**src/common/trap_config.svh**
```systemverilog
`ifndef TRAP_CONFIG_SVH
`define TRAP_CONFIG_SVH

////////////////////////////////////////////////////////////
// datapath widths
////////////////////////////////////////////////////////////

`define XLEN            32
`define IM_ADDR_LEN     32  // instruction address.
`define DM_ADDR_LEN     32  // data address.
`define IM_DATA_LEN     32

////////////////////////////////////////////////////////////
// apb byte offsets of the machine trap registers
////////////////////////////////////////////////////////////

`define CSR_MTVEC       8'h00
`define CSR_MEPC        8'h04
`define CSR_MCAUSE      8'h08
`define CSR_MTVAL       8'h0c
`define CSR_MSCRATCH    8'h10

`endif

```
**src/common/trap_pkg.sv**
```systemverilog
`default_nettype none

`include "trap_config.svh"

package trap_pkg;

    // privilege levels, as encoded in mstatus.
    typedef enum logic [1:0] {
        PRV_U = 2'd0,
        PRV_S = 2'd1,
        PRV_H = 2'd2,
        PRV_M = 2'd3
    } priv_t;

    // synchronous exception codes for mcause.
    typedef enum logic [`XLEN-1:0] {
        exc_inst_misaligned  = `XLEN'd0,
        exc_inst_access      = `XLEN'd1,
        exc_illegal_inst     = `XLEN'd2,
        exc_breakpoint       = `XLEN'd3,
        exc_load_misaligned  = `XLEN'd4,
        exc_load_access      = `XLEN'd5,
        exc_store_misaligned = `XLEN'd6,
        exc_store_access     = `XLEN'd7,
        exc_ecall_u          = `XLEN'd8,
        exc_ecall_s          = `XLEN'd9,
        exc_ecall_m          = `XLEN'd11,
        exc_inst_page        = `XLEN'd12,
        exc_load_page        = `XLEN'd13,
        exc_store_page       = `XLEN'd15
    } exc_cause_t;

    // kind of fetch redirect in flight.
    typedef enum logic [1:0] {
        idle      = 2'd0,
        trap_jump = 2'd1,
        ret_jump  = 2'd2
    } redir_state_t;

    // fault report gathered from fetch, execute and writeback.
    typedef struct packed {
        logic                    inst_valid;
        logic [`IM_DATA_LEN-1:0] inst;
        logic [`IM_ADDR_LEN-1:0] exe_pc;
        logic [`IM_ADDR_LEN-1:0] wb_pc;
        logic [`DM_ADDR_LEN-1:0] ldst_badaddr;
        logic [`IM_ADDR_LEN-1:0] inst_badaddr;
        priv_t                   prv_cur;
        priv_t                   prv_req;
        logic                    satp_upd;
        logic                    tvm;
        logic                    tsr;
        logic                    sret;
        logic                    ecall;
        logic                    ebreak;
        logic                    tlb_flush_req;
        logic                    ill_inst;
        logic [`IM_ADDR_LEN-1:0] inst_misaligned_epc;
        logic                    inst_misaligned;
        logic                    inst_pg_fault;
        logic                    inst_xes_fault;
        logic                    load_misaligned;
        logic                    load_pg_fault;
        logic                    load_xes_fault;
        logic                    store_misaligned;
        logic                    store_pg_fault;
        logic                    store_xes_fault;
    } fault_req_t;

    typedef struct packed {
        logic                    valid;
        exc_cause_t              cause;
        logic [`IM_ADDR_LEN-1:0] epc;
        logic [`XLEN-1:0]        tval;
    } trap_rec_t;

    typedef struct packed {
        logic             psel;
        logic             penable;
        logic             pwrite;
        logic [7:0]       paddr;
        logic [`XLEN-1:0] pwdata;
    } apb_req_t;

endpackage

`default_nettype wire

```
**src/tpu/tpu.sv**
```systemverilog
`timescale 1ns/1ps
`default_nettype none

`include "trap_config.svh"

module tpu
    import trap_pkg::*;
(
    input  fault_req_t fault,
    output trap_rec_t  trap
);

////////////////////////////////////////////////////////////
// per-flag trap conditions
////////////////////////////////////////////////////////////

logic ill_hit;
logic ecall_u_hit;
logic ecall_s_hit;
logic ecall_h_hit;
logic ecall_m_hit;
logic inst_brk_hit;
logic ldst_brk_hit;

logic if_hit;
logic exe_hit;
logic wb_hit;

logic [`XLEN-1:0] wb_code;
logic [`XLEN-1:0] if_code;
logic [`XLEN-1:0] exe_code;

// no trigger module, so both address breakpoints stay off.
assign inst_brk_hit = 1'b0;
assign ldst_brk_hit = 1'b0;

assign ill_hit = fault.ill_inst ||
                 (fault.prv_cur < fault.prv_req) ||
                 ((fault.satp_upd || fault.tlb_flush_req) && fault.tvm &&
                  (fault.prv_cur < PRV_M)) ||
                 (fault.sret && fault.tsr && (fault.prv_cur < PRV_M));

assign ecall_u_hit = fault.ecall && (fault.prv_cur == PRV_U);
assign ecall_s_hit = fault.ecall && (fault.prv_cur == PRV_S);
assign ecall_h_hit = fault.ecall && (fault.prv_cur == PRV_H); // traps, code stays 0.
assign ecall_m_hit = fault.ecall && (fault.prv_cur == PRV_M);

////////////////////////////////////////////////////////////
// stage classes
////////////////////////////////////////////////////////////

assign if_hit  = fault.inst_misaligned | fault.inst_xes_fault |
                 fault.inst_pg_fault | inst_brk_hit;

assign exe_hit = ill_hit | fault.ebreak |
                 ecall_u_hit | ecall_s_hit | ecall_h_hit | ecall_m_hit;

assign wb_hit  = fault.load_misaligned | fault.store_misaligned |
                 fault.load_xes_fault | fault.store_xes_fault |
                 fault.load_pg_fault | fault.store_pg_fault | ldst_brk_hit;

// codes within a class are merged, not prioritized.
always_comb begin
    wb_code = '0;
    if (fault.store_misaligned) wb_code |= exc_store_misaligned;
    if (fault.load_misaligned)  wb_code |= exc_load_misaligned;
    if (fault.store_pg_fault)   wb_code |= exc_store_page;
    if (fault.load_pg_fault)    wb_code |= exc_load_page;
    if (fault.store_xes_fault)  wb_code |= exc_store_access;
    if (fault.load_xes_fault)   wb_code |= exc_load_access;
    if (ldst_brk_hit)           wb_code |= exc_breakpoint;
end

always_comb begin
    if_code = '0;
    if (inst_brk_hit)          if_code |= exc_breakpoint;
    if (fault.inst_pg_fault)   if_code |= exc_inst_page;
    if (fault.inst_xes_fault)  if_code |= exc_inst_access;
    if (fault.inst_misaligned) if_code |= exc_inst_misaligned;
end

always_comb begin
    exe_code = '0;
    if (ill_hit)      exe_code |= exc_illegal_inst;
    if (ecall_u_hit)  exe_code |= exc_ecall_u;
    if (ecall_s_hit)  exe_code |= exc_ecall_s;
    if (ecall_m_hit)  exe_code |= exc_ecall_m;
    if (fault.ebreak) exe_code |= exc_breakpoint;
end

////////////////////////////////////////////////////////////
// trap record
////////////////////////////////////////////////////////////

always_comb begin
    // writeback is never gated by inst_valid.
    trap.valid = (fault.inst_valid && (if_hit || exe_hit)) || wb_hit;

    if (wb_hit)
        trap.cause = exc_cause_t'(wb_code);
    else if (if_hit)
        trap.cause = exc_cause_t'(if_code);
    else if (exe_hit)
        trap.cause = exc_cause_t'(exe_code);
    else
        trap.cause = exc_cause_t'('0);

    if (wb_hit)
        trap.epc = fault.wb_pc;
    else if (fault.inst_misaligned)
        trap.epc = fault.inst_misaligned_epc;
    else
        trap.epc = fault.exe_pc;

    if (wb_hit)
        trap.tval = fault.ldst_badaddr;
    else if (fault.inst_misaligned)
        trap.tval = fault.exe_pc;
    else if (if_hit)
        trap.tval = fault.inst_badaddr;
    else if (ill_hit)
        trap.tval = fault.inst;  // faulting encoding.
    else
        trap.tval = '0;
end

endmodule

`default_nettype wire

```
**src/trap_csr/trap_csr.sv**
```systemverilog
`timescale 1ns/1ps
`default_nettype none

`include "trap_config.svh"

module trap_csr
    import trap_pkg::*;
(
    input  logic             clk,
    input  logic             rst,
    input  trap_rec_t        trap,
    input  apb_req_t         apb,
    output logic [`XLEN-1:0] prdata,
    output logic             pready,
    output logic             pslverr,
    output logic [`XLEN-1:0] mtvec_base,
    output logic [`XLEN-1:0] mepc_q
);

logic [`XLEN-1:0] mtvec_q;
logic [`XLEN-1:0] mcause_q;
logic [`XLEN-1:0] mtval_q;
logic [`XLEN-1:0] mscratch_q;

logic             apb_access;
logic             apb_wr;
logic             apb_rd;
logic             addr_hit;
logic [`XLEN-1:0] rd_mux;

logic wr_mtvec;
logic wr_mepc;
logic wr_mcause;
logic wr_mtval;
logic wr_mscratch;

////////////////////////////////////////////////////////////
// apb decode
////////////////////////////////////////////////////////////

assign apb_access = apb.psel && apb.penable;
assign apb_wr     = apb_access && apb.pwrite;
assign apb_rd     = apb_access && !apb.pwrite;

always_comb begin
    addr_hit = 1'b1;
    rd_mux   = '0;
    case (apb.paddr)
        `CSR_MTVEC:    rd_mux = mtvec_q;
        `CSR_MEPC:     rd_mux = mepc_q;
        `CSR_MCAUSE:   rd_mux = mcause_q;
        `CSR_MTVAL:    rd_mux = mtval_q;
        `CSR_MSCRATCH: rd_mux = mscratch_q;
        default:       addr_hit = 1'b0;
    endcase
end

assign wr_mtvec    = apb_wr && (apb.paddr == `CSR_MTVEC);
assign wr_mepc     = apb_wr && (apb.paddr == `CSR_MEPC);
assign wr_mcause   = apb_wr && (apb.paddr == `CSR_MCAUSE);
assign wr_mtval    = apb_wr && (apb.paddr == `CSR_MTVAL);
assign wr_mscratch = apb_wr && (apb.paddr == `CSR_MSCRATCH);

assign pready  = 1'b1;                   // zero wait states.
assign pslverr = apb_access && !addr_hit;
assign prdata  = apb_rd ? rd_mux : '0;   // unmapped reads zero.

////////////////////////////////////////////////////////////
// register state
////////////////////////////////////////////////////////////

always_ff @(posedge clk) begin
    if (rst) begin
        mtvec_q    <= '0;
        mscratch_q <= '0;
    end else begin
        if (wr_mtvec)
            mtvec_q <= apb.pwdata;
        if (wr_mscratch)
            mscratch_q <= apb.pwdata;
    end
end

// a trap in the same cycle overrides software.
always_ff @(posedge clk) begin
    if (rst) begin
        mepc_q   <= '0;
        mcause_q <= '0;
        mtval_q  <= '0;
    end else if (trap.valid) begin
        mepc_q   <= `XLEN'(trap.epc);
        mcause_q <= trap.cause;
        mtval_q  <= trap.tval;
    end else begin
        if (wr_mepc)
            mepc_q <= {apb.pwdata[`XLEN-1:1], 1'b0}; // ialign, bit 0 always clear.
        if (wr_mcause)
            mcause_q <= apb.pwdata;
        if (wr_mtval)
            mtval_q <= apb.pwdata;
    end
end

// direct mode only, mode bits stay readable but are not part of the base.
assign mtvec_base = {mtvec_q[`XLEN-1:2], 2'b00};

endmodule

`default_nettype wire

```
**src/verilog/trap_redirect.sv**
```systemverilog
`timescale 1ns/1ps
`default_nettype none

`include "trap_config.svh"

module trap_redirect
    import trap_pkg::*;
(
    input  logic                    clk,
    input  logic                    rst,
    input  trap_rec_t               trap,
    input  logic                    mret,
    input  logic [`XLEN-1:0]        mtvec_base,
    input  logic [`XLEN-1:0]        mepc_q,
    output logic                    redirect_valid,
    output logic [`IM_ADDR_LEN-1:0] redirect_pc
);

redir_state_t state_q;
redir_state_t state_d;

logic [`IM_ADDR_LEN-1:0] pc_q;

// trap has priority over mret.
always_comb begin
    if (trap.valid)
        state_d = trap_jump;
    else if (mret)
        state_d = ret_jump;
    else
        state_d = idle;
end

always_ff @(posedge clk) begin
    if (rst) begin
        state_q <= idle;
        pc_q    <= '0;
    end else begin
        state_q <= state_d;
        case (state_d)
            trap_jump: pc_q <= mtvec_base[`IM_ADDR_LEN-1:0];
            ret_jump:  pc_q <= mepc_q[`IM_ADDR_LEN-1:0];
            default:   pc_q <= pc_q;  // hold last target.
        endcase
    end
end

assign redirect_valid = (state_q != idle);
assign redirect_pc    = pc_q;

endmodule

`default_nettype wire

```
**src/verilog/trap_top.sv**
```systemverilog
`timescale 1ns/1ps
`default_nettype none

`include "trap_config.svh"

module trap_top
    import trap_pkg::*;
(
    input  logic                    clk,
    input  logic                    rst,
    input  fault_req_t              fault,
    input  logic                    mret,
    input  apb_req_t                apb,
    output logic [`XLEN-1:0]        prdata,
    output logic                    pready,
    output logic                    pslverr,
    output logic                    trap_taken,
    output logic                    redirect_valid,
    output logic [`IM_ADDR_LEN-1:0] redirect_pc
);

trap_rec_t        trap;
logic [`XLEN-1:0] mtvec_base;
logic [`XLEN-1:0] mepc_q;

////////////////////////////////////////////////////////////
// producer, buffer, consumer
////////////////////////////////////////////////////////////

tpu u_tpu (
    .fault (fault),
    .trap  (trap)
);

trap_csr u_trap_csr (
    .clk        (clk),
    .rst        (rst),
    .trap       (trap),
    .apb        (apb),
    .prdata     (prdata),
    .pready     (pready),
    .pslverr    (pslverr),
    .mtvec_base (mtvec_base),
    .mepc_q     (mepc_q)
);

trap_redirect u_trap_redirect (
    .clk            (clk),
    .rst            (rst),
    .trap           (trap),
    .mret           (mret),
    .mtvec_base     (mtvec_base),
    .mepc_q         (mepc_q),
    .redirect_valid (redirect_valid),
    .redirect_pc    (redirect_pc)
);

assign trap_taken = trap.valid;  // same cycle as the fault.

endmodule

`default_nettype wire

```
**config.mk**
```make
export PLATFORM = sky130hd
export DESIGN_NAME = trap_top
export DESIGN_NICKNAME = d
export VERILOG_FILES = /design/src/common/trap_pkg.sv /design/src/tpu/tpu.sv /design/src/trap_csr/trap_csr.sv /design/src/verilog/trap_redirect.sv /design/src/verilog/trap_top.sv
export VERILOG_INCLUDE_DIRS = /design/src /design/src/common
export SDC_FILE = /design/constraint.sdc
export NUM_CORES = 1
export LEC_CHECK = 0
export ABC_AREA = 0
export BUFFER_PORTS_ARGS = -buffer_cell sky130_fd_sc_hd__buf_2
export CAP_MARGIN = 20
export CORE_ASPECT_RATIO = 1.4
export CORE_MARGIN = 2
export CORE_UTILIZATION = 47
export CTS_CLUSTER_DIAMETER = 30
export DETAILED_ROUTE_END_ITERATION = 10
export HOLD_SLACK_MARGIN = 0.03
export PLACE_DENSITY = 0.77
export SYNTH_ARGS = -nofsm -noshare
export SYNTH_HDL_FRONTEND = slang
export SYNTH_SLANG_ARGS = --single-unit
```
**constraint.sdc**
```tcl
create_clock -name clk -period 2.1 [get_ports clk]
set_input_delay 0.21 -clock clk [delete_from_list [all_inputs] [get_ports clk]]
set_output_delay 0.21 -clock clk [all_outputs]
set_load 0.01 [all_outputs]
```
# == Word level (Yosys, flattened, before mapping) ==
# Index checks and enable logic that the tools add are counted.
# Widths: inputs -> output; s select.
# totals
output_inout_bits,68
input_bits,260
regBits,194
# classes
n_lt_le_gt_ge,2
muxes,34
reduce_logical,34
eq_ne,9
n_bitwise,12
# ops
cell,count
$mux 32,15
$pmux 32 s5,1
$pmux 32 s2,1
$mux 4,7
$logic_and 1x1->1,18
$eq 8x4->1 const B,2
$mux 3,4
$or 1x1->1,12
$reduce_bool 2->1,5
$eq 8x3->1 const B,1
$eq 8x5->1 const B,1
$logic_not 8->1,1
$mux 2,4
$eq 2x2->1 const B,3
$logic_or 1x1->1,6
$reduce_or 5->1,1
$eq 2x1->1 const B,2
$logic_not 1->1,2
$logic_not 2->1,1
$lt 2x2->1,1
$lt 2x2->1 const B,1
$mux 1,2

# == Depth between registers and ports, before layout ==
# logic_depth
ltp_word,16
mapped_depth,9
mapped_depth_nobuf,7

# == Cells and area by module ==
# A second synthesis with hierarchy kept.
# unflattened
hier_cells,1430
area_unflattened_um2,12141.6
# by_module_without_submodules
mod,instances,seq_area_each_um2,cells_each,area_per_inst_um2
trap_csr,1,3203.1,938,8257.9
tpu,1,0.0,344,2159.6
trap_redirect,1,680.7,148,1724.2

# == Least setup slack after synthesis ==
# Ideal clock, no wire load.
# synth_path
kind,input port to output port
from,in fault[50] in the netlist's numbering
to,out trap_taken
cell_stages,8
arrival_ns,1.854
path_buffers,1
setup_slack_ns,0.036
cell_sequence,inv_1 ha_1 o21bai_1 or4_1 o31a_1 nor2_2 buf_2 inv_1
# synth_between
elab_chain_len,12
# synth_lines
item,line,text
start: declaration,trap_top.sv:11,"input fault_req_t fault,"
$lt 2x2->1,tpu.sv:38,(fault.prv_cur < fault.prv_req) ||
$logic_or 1x1->1,tpu.sv:37,assign ill_hit = fault.ill_inst ||
$logic_or 1x1->1,tpu.sv:38,
$logic_or 1x1->1,tpu.sv:40,(fault.prv_cur < PRV_M)) ||
$or 1x1->1 (2 in series),tpu.sv:55,assign exe_hit = ill_hit | fault.ebreak |
$or 1x1->1 (3 in series),tpu.sv:56,ecall_u_hit | ecall_s_hit | ecall_h_hit | ecall_m_hit;
$logic_or 1x1->1,tpu.sv:97,trap.valid = (fault.inst_valid && (if_hit || exe_hit)) || wb_hit;
$logic_and 1x1->1,tpu.sv:97,
$logic_or 1x1->1,tpu.sv:97,
end: declaration,trap_top.sv:17,"output logic trap_taken,"
# No other way between the ends.

# == Worst setup path in the final report ==
# Ends and elaborated chain as after synthesis.

==> key figures <==
Run status
  • Status: completed

GRT
  • M2 GR Usage: 56.4%
  • Initial antenna violation count: 6
  • Largest net degree at the start of global routing: 100
  • First-pass GRT wire length: 61.4 mm
  • Grt peak-use layer: met2
  • Tot GR Track Use: 31.7%
  • Global Route met3 Usage: 5.56%
  • Vias in the first global route: 11600
  • Overflow after GRT: 0
  • Met1 global-route usage: 36.8%

Logic synthesis
  • Cell Area, Synth: 0.0109 mm²
  • FFs w/ async S/R, synth: 0%
  • Synth Area per Inst: 7.90 µm²
  • Synth unique cells: 49
  • Syn_nets: 1643
  • Primary FF master, synth: dfxtp_1
  • Cells after Synth: 1382
  • Synth top area cells: dfxtp_1, mux2i_1, nand2_1
  • Post-synth EDFFs: 0
  • Area leader, netlist: dfxtp_1
  • FF+latch count, synth: 194
  • Leading cell types by count after synthesis: nand2_1, dfxtp_1, mux2i_1
  • Synth warnings: 0
  • Yosys top cell area share: 35.6%
  • Register area share after synthesis: 35.6%
  • Most frequent cell after synthesis: nand2_1

Power and ir drop
  • Sequential power share: 42.9%
  • PnR Total Power: 8890 µW
  • Peak supply drop: 0.567 mV
  • Leak Pwr: 0.00620 µW
  • Clk network pwr share: 43.2%
  • Part of the power in combinational logic: 13.9%
  • P_int: 6660 µW
  • Fraction of power spent switching nets: 25.1%
  • Pwr dens: 634 mW/mm²
  • Switch Pwr: 2230 µW

Floorplanning
  • Die area: 0.0245 mm²
  • Ports: 328
  • Die width: 133 µm
  • Number of cell rows: 66
  • Initial Util: 47.4%
  • Die Height: 184 µm
  • Core area: 0.0230 mm²

Hold path
  • Worst Hold Depth: 3
  • Worst Hold Class: primary input to flop

CTS
  • TritonCTS Buffers: 17
  • Clk_lat worst skew: 0.44 ns
  • Clock tree from TritonCTS: built
  • Clock Tree Buf Depth: 2
  • Clk root buf: clkbuf_16
  • CTS sink cnt: 194
  • H-tree levels: 4
  • Worst-path clk slew: 0.08 ns

Worst setup path
  • Worst Path Arrival: 1.84 ns
  • Worst Path Max Fanout: 6
  • Kind of critical path: primary input to output pin
  • Max incr delay on CP: 0.46 ns
  • R2r worst-path depth: 3
  • Critical Path Sink Type: output pin
  • Crit path required time: 1.89 ns
  • Buf+Inv Stages, Crit Path: 4
  • Startpoint types: primary input
  • Slowest cell on the critical path: or4_4
  • CP Cell Sequence: buf_2 > inv_1 > ha_1 > o21bai_1 > or4_4 > o31a_4 > nor2_4 > inv_1 > buf_2
  • Crit path depth: 9
  • Largest delay contributor family on the critical path: simple AND/OR/NAND/NOR gates

Final layout
  • Final core utilization: 60.9%
  • Layout Cells excl Fill: 1996
  • Final Instance Area: 0.0140 mm²
  • # nets final: 1936
  • Synth-to-Final Area Change: 28.5%
  • Layout cells sized above 1: 30.3%

Timing
  • Final Hold Viols: 0
  • Skew final: 0.0125 ns
  • Fmax: 489 MHz
  • Final WS setup: 0.0537 ns
  • Final Critical Period: 2.05 ns
  • RSZ-0062 raised after global routing: no
  • Worst rel slew slack: 61.8%
  • Max Slew Vio Count: 0
  • # setup viols final: 0
  • Fin crit share: 97.4%
  • Worst slew pin tran: 0.573 ns

Route
  • Routed WL per cell: 19.9 µm
  • Vias/cell: 5.90
  • First-pass iteration count of the detailed router: 7
  • Drt initial violations: 819
  • Final WL: 39.8 mm
  • Total number of vias: 11800
  • Final antenna-violating net count: 0
  • Post-route DRC: 0

Placed design
  • Buffers on Ports: 326
  • Placed wire-length estimate: 28.4 mm
  • Dpl ws: -0.181 ns
  • Placed insts: 1958
  • Final Wtd Congestion: 0.890
  • Placed inst area: 0.0133 mm²

Flow run
  • MaxCap Viol Count: 0
## cell usage in the layout, fill, tap and decap left out, types with 4 or more instances in the layout
cell         n
nand2_1    323
nor3b_1     28
buf_12      21
buf_4       55
buf_2      324
o221ai_1     4
dfxtp_1    194
a31o_1       4
bufinv_16    6
clkbuf_16   17
mux2_2      37
nor3_1       5
a31o_2      23
a21oi_1    162
nand3_1     32
a211oi_1    32
o21ai_0     35
nor2_1      75
mux2i_1    188
o22ai_1     33
a311oi_1    33
## stage by stage
stage               TNS (ns)  hold WS, ns
floorplan                  0        0.346
global placement       -7.34        0.437
detailed placement    -15.48        0.444
CTS                        0       0.0441
global route               0       0.0466
finish                     0       0.0553
## layout make-up
| type | instances | area (µm²) |
|---|---|---|
| fillers | 1985 | 9010 |
| multi-input cells | 1056 | 6560 |
| flip-flops and latches | 194 | 3880 |
| repair buffers | 403 | 2480 |
| clock buffers | 19 | 453 |
| well taps | 306 | 383 |
| clock inverters | 13 | 245 |
| inverters | 3 | 11.3 |
| diodes | 2 | 5.00 |
## state kept, by name, summed over array words and instances (netlist names)
signal,flops
u_trap_csr.mscratch_q,32
u_trap_redirect.state_q,2
u_trap_csr.mtval_q,32
u_trap_csr.mtvec_q,32
u_trap_csr.mcause_q,32
u_trap_redirect.redirect_pc,32
u_trap_csr.mepc_q,32
## logic make-up (layout without fill, tap and decap cells)
kind of cell	after synthesis	in the layout	synth area share [%]
flip-flops	194	194	35.6
AO/OA/AOI/OAI	337	337	19.2
other	1	3	0.0343
buffers and inverters	132	438	4.92
AND/OR/NAND/NOR	492	492	19.1
adder cells (fa/ha/maj)	1	1	0.115
multiplexers	225	225	21.1
## worst register-to-register path, stage by stage (launching register included)
cell and delay [ns]:
dfxtp_1 0.33, mux2_2 0.30, o221ai_1 0.18, a21oi_1 0.13
## power by group through the flow
stage                     clock, µW  sequential [µW]  combinational, µW
after floorplan                   0             3880                651
after global placement            0             3890               1190
after detailed placement          0             3900               1210
after CTS                      3860             3810               1220
after global routing           4010             3820               1330
final                          3840             3810               1230
## metal layers
| layer | vias to the layer above | part of all wire [%] |
|---|---|---|
| met1 | 5545 | 39 |
| met2 | 601 | 50 |
| met4 | 6 | 3.8 |
| met3 | 132 | 6.8 |
| met5 | - | 0.11 |
| li1 | 5493 | - |
## timing repair
| item | in CTS | in global routing |
|---|---|---|
| hold endpoints to repair | 3 | 0 |
| setup buffers | 1 | 0 |
| gates resized for setup | 2 | 0 |
| setup endpoints to repair | 1 | 0 |
| hold buffers | 3 | 0 |
## final timing paths
path | from | slack (ns) | to
min reg2reg | u_trap_csr.mtvec_q[1]$_SDFFE_PP0P_ | 0.45 | u_trap_csr.mtvec_q[1]$_SDFFE_PP0P_
max | fault[50] | 0.05 | trap_taken
min | fault[112] | 0.06 | u_trap_csr.mtval_q[27]$_SDFFE_PP0P_
max reg2reg | u_trap_csr.mepc_q[20]$_SDFFE_PP0P_ | 1.02 | u_trap_csr.mepc_q[20]$_SDFFE_PP0P_
Note: power is estimated with default switching activity, not from simulation.
